===== src/design/eth_pkg.sv =====
package eth_pkg;

	// ------------------------------
	// basic types

	typedef logic [7:0]  byte_t;
	typedef logic [15:0] host_addr_t;
	typedef logic [15:0] pkt_len_t;

	typedef enum logic [2:0] {
		OP_READ       = 3'd0,
		OP_READ_LEN   = 3'd1,
		OP_READ_NEXT  = 3'd2,
		OP_WRITE      = 3'd3,
		OP_WRITE_LEN  = 3'd4,
		OP_WRITE_NEXT = 3'd5
	} host_op_e;

	typedef struct packed {
		host_op_e   op;
		host_addr_t addr;
		byte_t      wdata;
	} host_req_s;

	typedef struct packed {
		logic        done;
		logic [15:0] result;
	} host_rsp_s;

	typedef struct packed {
		logic       wr_en;
		host_addr_t addr;
		byte_t      data;
		logic       commit; // close the slot being assembled
		logic       drop;
	} ring_wr_s;

	typedef struct packed {
		host_addr_t addr;
		logic       release_en; // free the oldest slot
	} ring_rd_s;

	typedef struct packed {
		pkt_len_t wr_len;
		pkt_len_t rd_len;
		byte_t    rd_data;
		logic     empty;
		logic     full;
	} ring_stat_s;

	typedef struct packed {
		byte_t txd;
		logic  tx_en;
	} gmii_tx_s;

	typedef struct packed {
		byte_t rxd;
		logic  rx_dv;
		logic  rx_er;
	} gmii_rx_s;

	// ------------------------------
	// framing constants

	localparam byte_t       PREAMBLE_BYTE = 8'h55;
	localparam byte_t       SFD_BYTE      = 8'hD5;
	localparam int          PREAMBLE_LEN  = 7;
	localparam int          FCS_BYTES     = 4;
	localparam int          IFG_CYCLES    = 12;
	localparam logic [31:0] CRC_INIT      = 32'hFFFFFFFF;
	localparam logic [31:0] CRC_RESIDUE   = 32'hDEBB20E3; // register after data plus fcs

	// reflected crc-32, lsb first
	function automatic logic [31:0] crc32_next(input logic [31:0] crc, input byte_t data);
		logic [31:0] c;
		c = crc ^ {24'h000000, data};
		for (int i = 0; i < 8; i++) begin
			c = c[0] ? ((c >> 1) ^ 32'hEDB88320) : (c >> 1);
		end
		return c;
	endfunction

endpackage

===== src/design/eth_mac_top.sv =====
`timescale 1ns/1ps

module eth_mac_top #(
	parameter int NUM_SLOTS  = 4,
	parameter int SLOT_BYTES = 64
) (
	input  logic               clock,
	input  logic               reset,
	input  logic               start_i,
	input  eth_pkg::host_req_s req_i,
	output eth_pkg::host_rsp_s rsp_o,
	output eth_pkg::gmii_tx_s  gmii_tx_o,
	input  eth_pkg::gmii_rx_s  gmii_rx_i
);
	import eth_pkg::*;

	ring_wr_s   tx_wr;
	ring_rd_s   tx_rd;
	ring_stat_s tx_stat;
	ring_wr_s   rx_wr;
	ring_rd_s   rx_rd;
	ring_stat_s rx_stat;

	host_cmd_decoder #(.SLOT_BYTES(SLOT_BYTES)) u_cmd_decoder (
		.clock    (clock),
		.reset    (reset),
		.start_i  (start_i),
		.req_i    (req_i),
		.rsp_o    (rsp_o),
		.tx_wr_o  (tx_wr),
		.tx_stat_i(tx_stat),
		.rx_rd_o  (rx_rd),
		.rx_stat_i(rx_stat)
	);

	packet_ring #(.NUM_SLOTS(NUM_SLOTS), .SLOT_BYTES(SLOT_BYTES), .TRIM_BYTES(0)) tx_ring (
		.clock (clock),
		.reset (reset),
		.wr_i  (tx_wr),
		.rd_i  (tx_rd),
		.stat_o(tx_stat)
	);

	// receive slots drop the fcs on commit
	packet_ring #(.NUM_SLOTS(NUM_SLOTS), .SLOT_BYTES(SLOT_BYTES), .TRIM_BYTES(FCS_BYTES)) rx_ring (
		.clock (clock),
		.reset (reset),
		.wr_i  (rx_wr),
		.rd_i  (rx_rd),
		.stat_o(rx_stat)
	);

	gmii_tx_framer u_tx_framer (
		.clock (clock),
		.reset (reset),
		.rd_o  (tx_rd),
		.stat_i(tx_stat),
		.gmii_o(gmii_tx_o)
	);

	gmii_rx_deframer #(.SLOT_BYTES(SLOT_BYTES)) u_rx_deframer (
		.clock (clock),
		.reset (reset),
		.gmii_i(gmii_rx_i),
		.wr_o  (rx_wr),
		.stat_i(rx_stat)
	);

endmodule


===== src/design/host_cmd_decoder.sv =====
`timescale 1ns/1ps

module host_cmd_decoder #(
	parameter int SLOT_BYTES = 64
) (
	input  logic                clock,
	input  logic                reset,
	input  logic                start_i,
	input  eth_pkg::host_req_s  req_i,
	output eth_pkg::host_rsp_s  rsp_o,
	output eth_pkg::ring_wr_s   tx_wr_o,
	input  eth_pkg::ring_stat_s tx_stat_i,
	output eth_pkg::ring_rd_s   rx_rd_o,
	input  eth_pkg::ring_stat_s rx_stat_i
);
	import eth_pkg::*;

	logic        addr_ok;
	logic        commit_ok;
	logic [15:0] result_d;
	logic [15:0] result_q;
	logic        done_q;

	assign addr_ok   = (req_i.addr < host_addr_t'(SLOT_BYTES));
	assign commit_ok = !tx_stat_i.full && (tx_stat_i.wr_len != '0);

	always_comb begin
		tx_wr_o.wr_en      = start_i && (req_i.op == OP_WRITE) && addr_ok;
		tx_wr_o.addr       = req_i.addr;
		tx_wr_o.data       = req_i.wdata;
		tx_wr_o.commit     = start_i && (req_i.op == OP_WRITE_NEXT) && commit_ok;
		tx_wr_o.drop       = 1'b0; // host never abandons a packet
		rx_rd_o.addr       = req_i.addr;
		rx_rd_o.release_en = start_i && (req_i.op == OP_READ_NEXT) && !rx_stat_i.empty;
	end

	always_comb begin
		result_d = '0;
		case (req_i.op)
			OP_READ: if (req_i.addr < rx_stat_i.rd_len) begin
				result_d = {8'h00, rx_stat_i.rd_data};
			end
			OP_READ_LEN:   result_d = rx_stat_i.rd_len;
			OP_READ_NEXT:  result_d = {15'd0, rx_stat_i.empty}; // 1 means nothing to read
			OP_WRITE:      result_d = {15'd0, !addr_ok};
			OP_WRITE_LEN:  result_d = tx_stat_i.wr_len;
			OP_WRITE_NEXT: result_d = {15'd0, !commit_ok};
			default:       result_d = '0;
		endcase
	end

	always_ff @(posedge clock) begin
		if (reset) begin
			done_q   <= 1'b0;
			result_q <= '0;
		end else begin
			done_q <= start_i; // one cycle after start
			if (start_i) begin
				result_q <= result_d;
			end
		end
	end

	assign rsp_o = '{done: done_q, result: result_q};

endmodule


===== src/design/gmii_rx_deframer.sv =====
`timescale 1ns/1ps

module gmii_rx_deframer #(
	parameter int SLOT_BYTES = 64
) (
	input  logic                clock,
	input  logic                reset,
	input  eth_pkg::gmii_rx_s   gmii_i,
	output eth_pkg::ring_wr_s   wr_o,
	input  eth_pkg::ring_stat_s stat_i
);
	import eth_pkg::*;

	typedef enum logic [1:0] {
		RX_IDLE,
		RX_PREAMBLE,
		RX_DATA,
		RX_DISCARD
	} rx_state_e;

	rx_state_e   state;
	pkt_len_t    cnt;
	logic [31:0] crc;
	logic        in_data;
	logic        byte_ok;
	logic        frame_end;
	logic        fcs_ok;

	assign in_data   = (state == RX_DATA);
	assign byte_ok   = gmii_i.rx_dv && !gmii_i.rx_er && (cnt < pkt_len_t'(SLOT_BYTES));
	assign frame_end = in_data && !gmii_i.rx_dv;
	assign fcs_ok    = (crc == CRC_RESIDUE) && !stat_i.full;

	// ------------------------------
	// ring side, straight from the wire

	always_comb begin
		wr_o.wr_en  = in_data && byte_ok;
		wr_o.addr   = cnt;
		wr_o.data   = gmii_i.rxd;
		wr_o.commit = frame_end && fcs_ok;
		wr_o.drop   = in_data && !byte_ok && !(frame_end && fcs_ok); // error, overflow or bad fcs
	end

	always_ff @(posedge clock) begin
		if (reset) begin
			state <= RX_IDLE;
			cnt   <= '0;
		end else begin
			case (state)
				RX_IDLE: if (gmii_i.rx_dv) begin
					cnt <= 16'd1;
					if (!gmii_i.rx_er && (gmii_i.rxd == PREAMBLE_BYTE)) begin
						state <= RX_PREAMBLE;
					end else begin
						state <= RX_DISCARD;
					end
				end
				RX_PREAMBLE: begin
					if (!gmii_i.rx_dv) begin
						state <= RX_IDLE;
					end else if (gmii_i.rx_er) begin
						state <= RX_DISCARD;
					end else if ((gmii_i.rxd == PREAMBLE_BYTE) &&
							(cnt < pkt_len_t'(PREAMBLE_LEN))) begin
						cnt <= cnt + 16'd1;
					end else if ((gmii_i.rxd == SFD_BYTE) &&
							(cnt == pkt_len_t'(PREAMBLE_LEN))) begin
						cnt   <= '0;
						crc   <= CRC_INIT;
						state <= RX_DATA;
					end else begin
						state <= RX_DISCARD; // wrong preamble count
					end
				end
				RX_DATA: begin
					if (!gmii_i.rx_dv) begin
						state <= RX_IDLE;
					end else if (byte_ok) begin
						crc <= crc32_next(crc, gmii_i.rxd);
						cnt <= cnt + 16'd1;
					end else begin
						state <= RX_DISCARD;
					end
				end
				RX_DISCARD: if (!gmii_i.rx_dv) begin
					state <= RX_IDLE;
				end
				default: state <= RX_IDLE;
			endcase
		end
	end

endmodule


===== src/design/gmii_tx_framer.sv =====
`timescale 1ns/1ps

module gmii_tx_framer (
	input  logic                clock,
	input  logic                reset,
	output eth_pkg::ring_rd_s   rd_o,
	input  eth_pkg::ring_stat_s stat_i,
	output eth_pkg::gmii_tx_s   gmii_o
);
	import eth_pkg::*;

	typedef enum logic [2:0] {
		TX_IDLE,
		TX_PREAMBLE,
		TX_SFD,
		TX_DATA,
		TX_FCS,
		TX_GAP
	} tx_state_e;

	tx_state_e   state;
	pkt_len_t    cnt;       // bytes or gap cycles so far
	logic [31:0] crc;
	byte_t       txd;
	logic        tx_en;
	logic        last_fcs;

	assign last_fcs = (state == TX_FCS) && (cnt == pkt_len_t'(FCS_BYTES));

	always_comb begin
		rd_o.addr       = cnt;
		rd_o.release_en = last_fcs; // slot freed with the last fcs byte
	end

	assign gmii_o = '{txd: txd, tx_en: tx_en};

	always_ff @(posedge clock) begin
		if (reset) begin
			state <= TX_IDLE;
			cnt   <= '0;
			tx_en <= 1'b0;
			txd   <= '0;
		end else begin
			case (state)
				TX_IDLE: if (!stat_i.empty) begin
					tx_en <= 1'b1;
					txd   <= PREAMBLE_BYTE;
					cnt   <= 16'd1;
					state <= TX_PREAMBLE;
				end
				TX_PREAMBLE: if (cnt < pkt_len_t'(PREAMBLE_LEN)) begin
					txd <= PREAMBLE_BYTE;
					cnt <= cnt + 16'd1;
				end else begin
					txd   <= SFD_BYTE;
					cnt   <= '0;
					crc   <= CRC_INIT;
					state <= TX_SFD;
				end
				TX_SFD, TX_DATA: if (cnt < stat_i.rd_len) begin
					txd   <= stat_i.rd_data;
					crc   <= crc32_next(crc, stat_i.rd_data);
					cnt   <= cnt + 16'd1;
					state <= TX_DATA;
				end else begin
					txd   <= ~crc[7:0]; // fcs low byte first
					crc   <= {8'h00, crc[31:8]};
					cnt   <= 16'd1;
					state <= TX_FCS;
				end
				TX_FCS: if (last_fcs) begin
					tx_en <= 1'b0;
					txd   <= '0;
					cnt   <= 16'd1;
					state <= TX_GAP;
				end else begin
					txd <= ~crc[7:0];
					crc <= {8'h00, crc[31:8]};
					cnt <= cnt + 16'd1;
				end
				TX_GAP: if (cnt < pkt_len_t'(IFG_CYCLES)) begin
					cnt <= cnt + 16'd1;
				end else begin
					state <= TX_IDLE;
				end
				default: state <= TX_IDLE;
			endcase
		end
	end

endmodule


===== src/design/packet_ring.sv =====
`timescale 1ns/1ps

module packet_ring #(
	parameter int NUM_SLOTS  = 4,
	parameter int SLOT_BYTES = 64,
	parameter int TRIM_BYTES = 0
) (
	input  logic                clock,
	input  logic                reset,
	input  eth_pkg::ring_wr_s   wr_i,
	input  eth_pkg::ring_rd_s   rd_i,
	output eth_pkg::ring_stat_s stat_o
);
	import eth_pkg::*;

	localparam int PTR_W  = (NUM_SLOTS > 1) ? $clog2(NUM_SLOTS) : 1;
	localparam int ADDR_W = (SLOT_BYTES > 1) ? $clog2(SLOT_BYTES) : 1;

	byte_t            mem [NUM_SLOTS][SLOT_BYTES];
	pkt_len_t         slot_len [NUM_SLOTS];
	logic [PTR_W-1:0] wr_ptr;
	logic [PTR_W-1:0] rd_ptr;
	logic [PTR_W-1:0] wr_ptr_nxt;
	logic [PTR_W-1:0] rd_ptr_nxt;
	pkt_len_t         wr_len;
	pkt_len_t         addr_len;
	logic             wr_hit;
	logic             rd_hit;
	logic             empty;
	logic             full;

	function automatic logic [PTR_W-1:0] ptr_inc(input logic [PTR_W-1:0] p);
		return (p == PTR_W'(NUM_SLOTS - 1)) ? '0 : p + 1'b1;
	endfunction

	assign wr_ptr_nxt = ptr_inc(wr_ptr);
	assign rd_ptr_nxt = ptr_inc(rd_ptr);
	assign empty      = (wr_ptr == rd_ptr);
	assign full       = (wr_ptr_nxt == rd_ptr); // one slot kept for assembly
	assign wr_len     = slot_len[wr_ptr];
	assign wr_hit     = wr_i.wr_en && (wr_i.addr < host_addr_t'(SLOT_BYTES));
	assign rd_hit     = (rd_i.addr < host_addr_t'(SLOT_BYTES));
	assign addr_len   = wr_i.addr + 16'd1;

	// ------------------------------
	// byte storage

	always_ff @(posedge clock) begin
		if (wr_hit) begin
			mem[wr_ptr][wr_i.addr[ADDR_W-1:0]] <= wr_i.data;
		end
	end

	// ------------------------------
	// pointers and lengths

	always_ff @(posedge clock) begin
		if (reset) begin
			wr_ptr <= '0;
			rd_ptr <= '0;
			for (int i = 0; i < NUM_SLOTS; i++) begin
				slot_len[i] <= '0;
			end
		end else begin
			if (wr_hit && (addr_len > wr_len)) begin
				slot_len[wr_ptr] <= addr_len; // highest address plus one
			end
			if (wr_i.commit) begin
				if (wr_len > pkt_len_t'(TRIM_BYTES)) begin
					slot_len[wr_ptr] <= wr_len - pkt_len_t'(TRIM_BYTES);
					wr_ptr           <= wr_ptr_nxt;
				end else begin
					slot_len[wr_ptr] <= '0; // nothing left after trim
				end
			end else if (wr_i.drop) begin
				slot_len[wr_ptr] <= '0;
			end
			if (rd_i.release_en) begin
				slot_len[rd_ptr] <= '0;
				rd_ptr           <= rd_ptr_nxt;
			end
		end
	end

	always_comb begin
		stat_o.wr_len  = wr_len;
		stat_o.rd_len  = empty ? '0 : slot_len[rd_ptr]; // hide the slot in assembly
		stat_o.rd_data = rd_hit ? mem[rd_ptr][rd_i.addr[ADDR_W-1:0]] : '0;
		stat_o.empty   = empty;
		stat_o.full    = full;
	end

endmodule


===== config.mk =====
export PLATFORM = sky130hd
export DESIGN_NAME = eth_mac_top
export DESIGN_NICKNAME = d
export VERILOG_FILES = /design/src/design/eth_pkg.sv /design/src/design/eth_mac_top.sv /design/src/design/host_cmd_decoder.sv /design/src/design/gmii_rx_deframer.sv /design/src/design/gmii_tx_framer.sv /design/src/design/packet_ring.sv
export SDC_FILE = /design/constraint.sdc
export NUM_CORES = 2
export LEC_CHECK = 0
export BUFFER_PORTS_ARGS = -buffer_cell sky130_fd_sc_hd__buf_2
export CAP_MARGIN = 20
export CORE_ASPECT_RATIO = 0.7
export CORE_UTILIZATION = 40
export DETAILED_ROUTE_END_ITERATION = 12
export SYNTH_ARGS = -nofsm -noshare
export SYNTH_HDL_FRONTEND = slang
export SYNTH_MEMORY_MAX_BITS = 65536
export SYNTH_SLANG_ARGS = --single-unit

===== constraint.sdc =====
create_clock -name clock -period 8.7 [get_ports clock]
set_input_delay 0.435 -clock clock [delete_from_list [all_inputs] [get_ports clock]]
set_output_delay 0.435 -clock clock [all_outputs]
set_load 0.02 [all_outputs]

### Word-level counts from Yosys, hierarchy flattened

Memories as Yosys holds them, arrays and structs flattened. A register that Yosys moved wholly into a read port is not among the register bits.
Cells that the tools add are included.

| storage, ports and cells | value |
|---|---|
| memories | 4 |
| input bits | 40 |
| flip-flop bits (word level) | 135 |
| output and inout port bits | 26 |
| RAM bits | 4,224 |

Memories:

| memory | words | bits a word | read ports | clocked after memory_dff | wr ports | line | source |
|---|---|---|---|---|---|---|---|
| rx_ring.mem | 4 | 512 | 1 | 1 | 1 | packet_ring.sv:19 | `byte_t mem [NUM_SLOTS][SLOT_BYTES];` |
| tx_ring.mem | 4 | 512 | 1 | 1 | 1 | packet_ring.sv:19 |  |
| rx_ring.slot_len | 4 | 16 | 2 | 2 | 4 | packet_ring.sv:20 | `pkt_len_t slot_len [NUM_SLOTS];` |
| tx_ring.slot_len | 4 | 16 | 2 | 2 | 4 | packet_ring.sv:20 |  |

| cells by class | value |
|---|---|
| $add $sub $neg | 8 |
| reduce and logical (&&, ||, !) cells | 59 |
| $lt $le $gt $ge | 17 |
| bitwise operators | 28 |
| equal/unequal tests | 43 |
| mux-type cells | 152 |

Operator list:

| cell | number |
|---|---|
| 2-to-1 mux 512 bit | 2 |
| 2-to-1 mux 32 bit | 25 |
| 2-to-1 mux 16 bit | 23 |
| inverter 13 -> 14 bit | 16 |
| 2-to-1 mux 8 bit | 13 |
| binary-select mux 8 bit (select 6 bit) | 2 |
| demux 8 bit (select 6 bit) | 2 |
| one-hot mux 16 bit (6 select lines) | 1 |
| one-hot mux 32 bit (3 select lines) | 1 |
| one-hot mux 16 bit (5 select lines) | 1 |
| one-hot mux 32 bit (2 select lines) | 1 |
| OR reduction 16 bit | 4 |
| bitwise XOR 32 x 8 -> 32 bit | 2 |
| 2-to-1 mux 2 bit | 28 |
| adder 16 x 1 -> 16 bit, second input constant | 3 |
| less-than comparator 16 x 7 -> 1 bit, second input constant | 3 |
| one-hot mux 16 bit (3 select lines) | 1 |
| 2-to-1 mux 1 bit | 43 |
| equality test 16 x 3 -> 1 bit, second input constant | 2 |
| equality test 32 bit, second input constant | 1 |
| greater-than comparator 16 bit | 2 |
| less-than comparator 16 bit | 2 |
| less-than comparator 16 x 3 -> 1 bit, second input constant | 2 |
| one-hot mux 8 bit (4 select lines) | 1 |
| 43 further kinds | 126 |

### Depth between registers and ports, before layout

| depth | value |
|---|---|
| depth after elaboration | 24 |
| depth in mapped cells | 25 |
| mapped depth without buffers | 18 |

### Modules after synthesis

Synthesis repeated with hierarchy kept, for this count alone.

| unflattened totals | value |
|---|---|
| cells, all modules | 9,116 |
| area, all modules | 176,132.7 sq um |

Modules (own cells, without submodules):

| module | cells each | sequential area each (sq um) | area an instance (sq um) | times used |
|---|---|---|---|---|
| packet_ring (tx_ring) | 4,219 | 62,940.4 | 84,338.4 | 1 |
| packet_ring (rx_ring) | 3,941 | 62,940.4 | 82,810.7 | 1 |
| gmii_tx_framer | 442 | 1,521.5 | 4,165.2 | 1 |
| gmii_rx_deframer | 294 | 1,321.3 | 3,072.9 | 1 |
| host_cmd_decoder | 220 | 340.3 | 1,745.4 | 1 |

### Least setup slack after synthesis

No wires, ideal clock.

| timing path | value |
|---|---|
| path type | register -> register |
| start | register with a tool-made name |
| end | register u_cmd_decoder.result_q[7] |
| clock period less this slack | 5,244 ps |
| library setup time | 63 ps |
| buffers on the path | 4 |
| stages on the path, launching flop included | 18 |
| arrival | 5,181 ps |
| slack | 3,456 ps |
| path through | dfxtp_1 clkbuf_1 buf_1 buf_1 clkbuf_1 mux4_2 nand2_1 ha_1 a21o_1 a21o_1 a21o_1 a21o_1 a21o_1 a21o_1 a21oi_1 nor3_1 a2111oi_1 a221o_1 |

RTL lines:

| item | line | source |
|---|---|---|
| end signal, assigned | host_cmd_decoder.sv:59 | `result_q <= result_d;` |
| end, declared | host_cmd_decoder.sv:21 | `logic [15:0] result_q;` |

==> results by group <==
Status
  – Status: completed

Timing
  – Slew headroom: 0.0841
  – Final Skew: 0.0748 ns
  – Final setup viols: 0
  – Unrepaired setup endpoints after global routing: false
  – Final period util: 0.785
  – Tmin final: 6.83 ns
  – Max Fclk: 0.146 GHz
  – Least-Margin Pin Slew: 1.37 ns
  – Setup TNS: 0 ns
  – Hold Fails Final Rpt: 0
  – Slew Viols, Final: 0

Global routing
  – First-pass GRT wire length: 692 mm
  – Number of global-route vias before repair: 90728
  – Total GRT Usage: 0.218
  – Gr ovfl total: 0
  – Pin count of the biggest net entering global routing: 212
  – Initial antenna violation count: 33

Power
  – Leak pwr: 58.9 nW
  – Power, Total: 42.4 mW
  – Peak supply drop: 163 uV
  – Power Dens Cells: 216 nW/um2

Setup path
  – CP arrival: 7.61 ns
  – Worst path cell trace: buf_4 -> buf_4 -> mux4_2 -> o22ai_1 -> a221o_1 -> a2111oi_1 -> buf_4 -> a31oi_1 -> o221ai_1 -> xor2_2 -> xnor3_1 -> xnor3_2 -> xor2_1 -> nand2_1 -> a21oi_1 -> o22a_1
  – Crit path launch type: flop
  – Critical-path maximum fanout: 41
  – CP max-delay cell: a2111oi_1
  – Crit. End Element: flop
  – Max incr delay on CP: 1.18 ns
  – Required time worst endpoint: 9.48 ns
  – CP Class: flop to flop
  – Worst reg2reg path depth: 16
  – Most frequent CP cell: buf_4
  – Reg-to-reg critical path endpoint: u_tx_framer.crc[19]$_DFFE_PP_
  – R2R Setup Slk: 1.87 ns

Detailed routing
  – Post-Route WL: 493 mm
  – Iter 0 DRT Violations: 13680
  – Via count: 93105
  – 1st-pass router iterations: 6
  – DRC Markers: 0
  – Routed vias/inst: 6.05
  – Final ANT Viol Nets: 0
  – WL/cell: 32.0 um

Logic synthesis
  – Synth area leader: edfxtp_1
  – Synth Cell Area: 175000 um2
  – Share of the synthesized area in the top cell type: 0.713
  – Synth top area cells: edfxtp_1, mux4_2, dfxtp_1
  – EDFF count, synth: 4160
  – Post-Synth Adder-Cell Area: 0.00643
  – Top-count cell post-synth: edfxtp_1
  – Syn Area/Cell: 19.4 um2
  – Yosys warns: 0
  – XOR/XNOR Fraction of Synth Area: 0.00930
  – Multiplexer share of the synthesized area: 0.149
  – Post-Synth Simple-Gate Area: 0.0435
  – Synth Area in Compound Gates: 0.0370
  – Seq/Total Area, Yosys: 0.737
  – Synthesized instance count: 9013
  – Most frequent cells after synthesis: edfxtp_1, mux4_2, nor2_1
  – Top_reg_cell synth: edfxtp_1
  – #FFs+latches synth: 4367
  – Main combinational cell family by area after synthesis: multiplexers
  – Unique masters post-synth: 93
  – Mapped Nets: 9143
  – Asr flop ratio synth: 0

Final layout
  – Finished Layout Cells: 15385
  – Final Cell Area: 196000 um2
  – Area grow syn2layout: 12.1%
  – Final Core Density: 0.452
  – NumNets Final: 9343
  – Share of cells above drive strength 1: 0.217

Floorplan
  – # rows: 202
  – Die H: 556 um
  – Starting Density: 0.403
  – DIE WIDTH: 793 um
  – CORE AREA: 434000 um2
  – Io pins: 66
  – Die area: 440000 um2

Clocking
  – Clock Tree Buf Depth: 4
  – Root buf cell: clkbuf_16
  – Skew-Pair Late Insertion Delay: 1.03 ns
  – H-Tree Depth: 5
  – TritonCTS Buffers: 420
  – Clock sinks: 4367
  – Clock-pin slew on the worst setup and hold paths: 0.07 ns
  – CTS tree: done

Min path
  – Hold Path End: tx_ring.mem[3][350]$_DFFE_PP_
  – Hold Crit Class: input port to flop
  – Hold path start: req_i[6]
  – Hold path cells: 1

Placed design
  – Post-place instance area: 182000 um2
  – Detail Placement HPWL: 308 mm
  – Placed cells: 14564
  – IO Port Bufs: 65
  – RePlAce Congestion: 0.883

Flow run
  – Maxcap violations: 0
worst max-delay path: cells and delay by family, from the launching register on:
family          cells  cell delay (ns)
compound gates      7             2.21
xor+xnor            4             1.54
buf+inv             3             1.53
flops               1             0.86
mux                 1             0.30
simple gates        1             0.11
state kept, by name, indices dropped and copies added (netlist names), named ones only:
name,count
tx_ring.wr_ptr,2
u_tx_framer.tx_en,1
u_rx_deframer.crc,32
rx_ring.wr_ptr,2
u_cmd_decoder.done_q,1
u_tx_framer.state,3
rx_ring.rd_ptr,2
rx_ring.mem,2048
tx_ring.rd_ptr,2
tx_ring.mem,2048
u_cmd_decoder.result_q,16
tx_ring.slot_len,64
u_rx_deframer.cnt,16
u_rx_deframer.state,2
u_tx_framer.txd,8
u_tx_framer.crc,32
rx_ring.slot_len,64
u_tx_framer.cnt,16
per-stage QoR:
stage          hold WS (ns)  setup slack [ns]
4_1_cts             0.00471              1.97
6_report             0.0110              1.87
2_1_floorplan         0.438              3.46
3_3_place_gp          0.459              1.97
3_5_place_dp          0.467              2.02
5_1_grt              0.0306              1.67
power breakdown:
group	switching (mW)	leakage, nW	total (mW)	internal [mW]
clock	8.07	6.54	18.2	10.1
sequential	0.0307	39.0	23.1	23.0
combinational	0.881	13.4	1.17	0.289
area by class of cell:
type / instances / area [um2]
Clock inverter: 240 / 2410
Inverter: 73 / 278
Timing Repair Buffer: 326 / 2910
Sequential cell: 4367 / 129000
Tap cell: 5814 / 7270
Multi-Input combinational cell: 4025 / 43200
Clock buffer: 526 / 11000
Fill cell: 36493 / 238000
Antenna cell: 14 / 35.0
placed cells by master, fill, tap and decap left out, drive strengths merged, types with 20 or more instances in the layout:
cell / instances
a211oi: 26
a21oi: 188
a221oi: 33
a22o: 28
a22oi: 346
a31oi: 25
and2: 208
and3: 31
buf: 289
bufinv: 37
clkbuf: 543
clkinv: 172
dfxtp: 207
dlygate4sd3: 20
edfxtp: 4160
ha: 90
inv: 85
mux2i: 189
mux4: 1073
nand2: 324
nand2b: 29
nand3: 91
nand3b: 49
nand4: 91
nor2: 572
nor2b: 45
nor3: 56
nor3b: 22
o211ai: 20
o21ai: 84
o22ai: 31
xnor2: 113
xor2: 46
cell families (layout without fill, tap and decap cells):
group                    after synthesis  count (layout)
AND/OR/NAND/NOR                     1577            1577
XOR/XNOR                             164             164
flip-flops                          4367            4367
other                                  0              14
adder cells (fa/ha/maj)               90              90
buffers and inverters                621            1165
multiplexers                        1267            1267
AO/OA/AOI/OAI                        927             927
routing by layer:
metal  wire, um  vias to the layer above  GRT usage
li1           -                    37353          -
met1     216000                    49723      0.342
met2     204000                     5319      0.296
met3      60800                      700     0.0655
met4      12100                       10     0.0517
met5         58                        -          0
worst max-delay path by stage:
stage / start / to / slack [ns] / depth (start not counted)
2_1_floorplan: flop / u_cmd_decoder.result_q[7]$_SDFFE_PP0P_ / 3.46 / 17
3_3_place_gp: flop / u_tx_framer.crc[19]$_DFFE_PP_ / 1.97 / 16
3_5_place_dp: flop / u_tx_framer.crc[19]$_DFFE_PP_ / 2.02 / 16
4_1_cts: flop / u_tx_framer.crc[18]$_DFFE_PP_ / 1.97 / 15
5_1_grt: flop / u_tx_framer.crc[18]$_DFFE_PP_ / 1.67 / 15
6_report: flop / u_tx_framer.crc[19]$_DFFE_PP_ / 1.87 / 16
timing repair:
item | 4_1_cts | 5_1_grt
buffers inserted | 0 | 0
gates resized for setup | 0 | 0
hold buffers | 20 | 0
endpoints found under the hold margin | 469 | 0
Note: power is estimated with default switching activity, not from simulation.
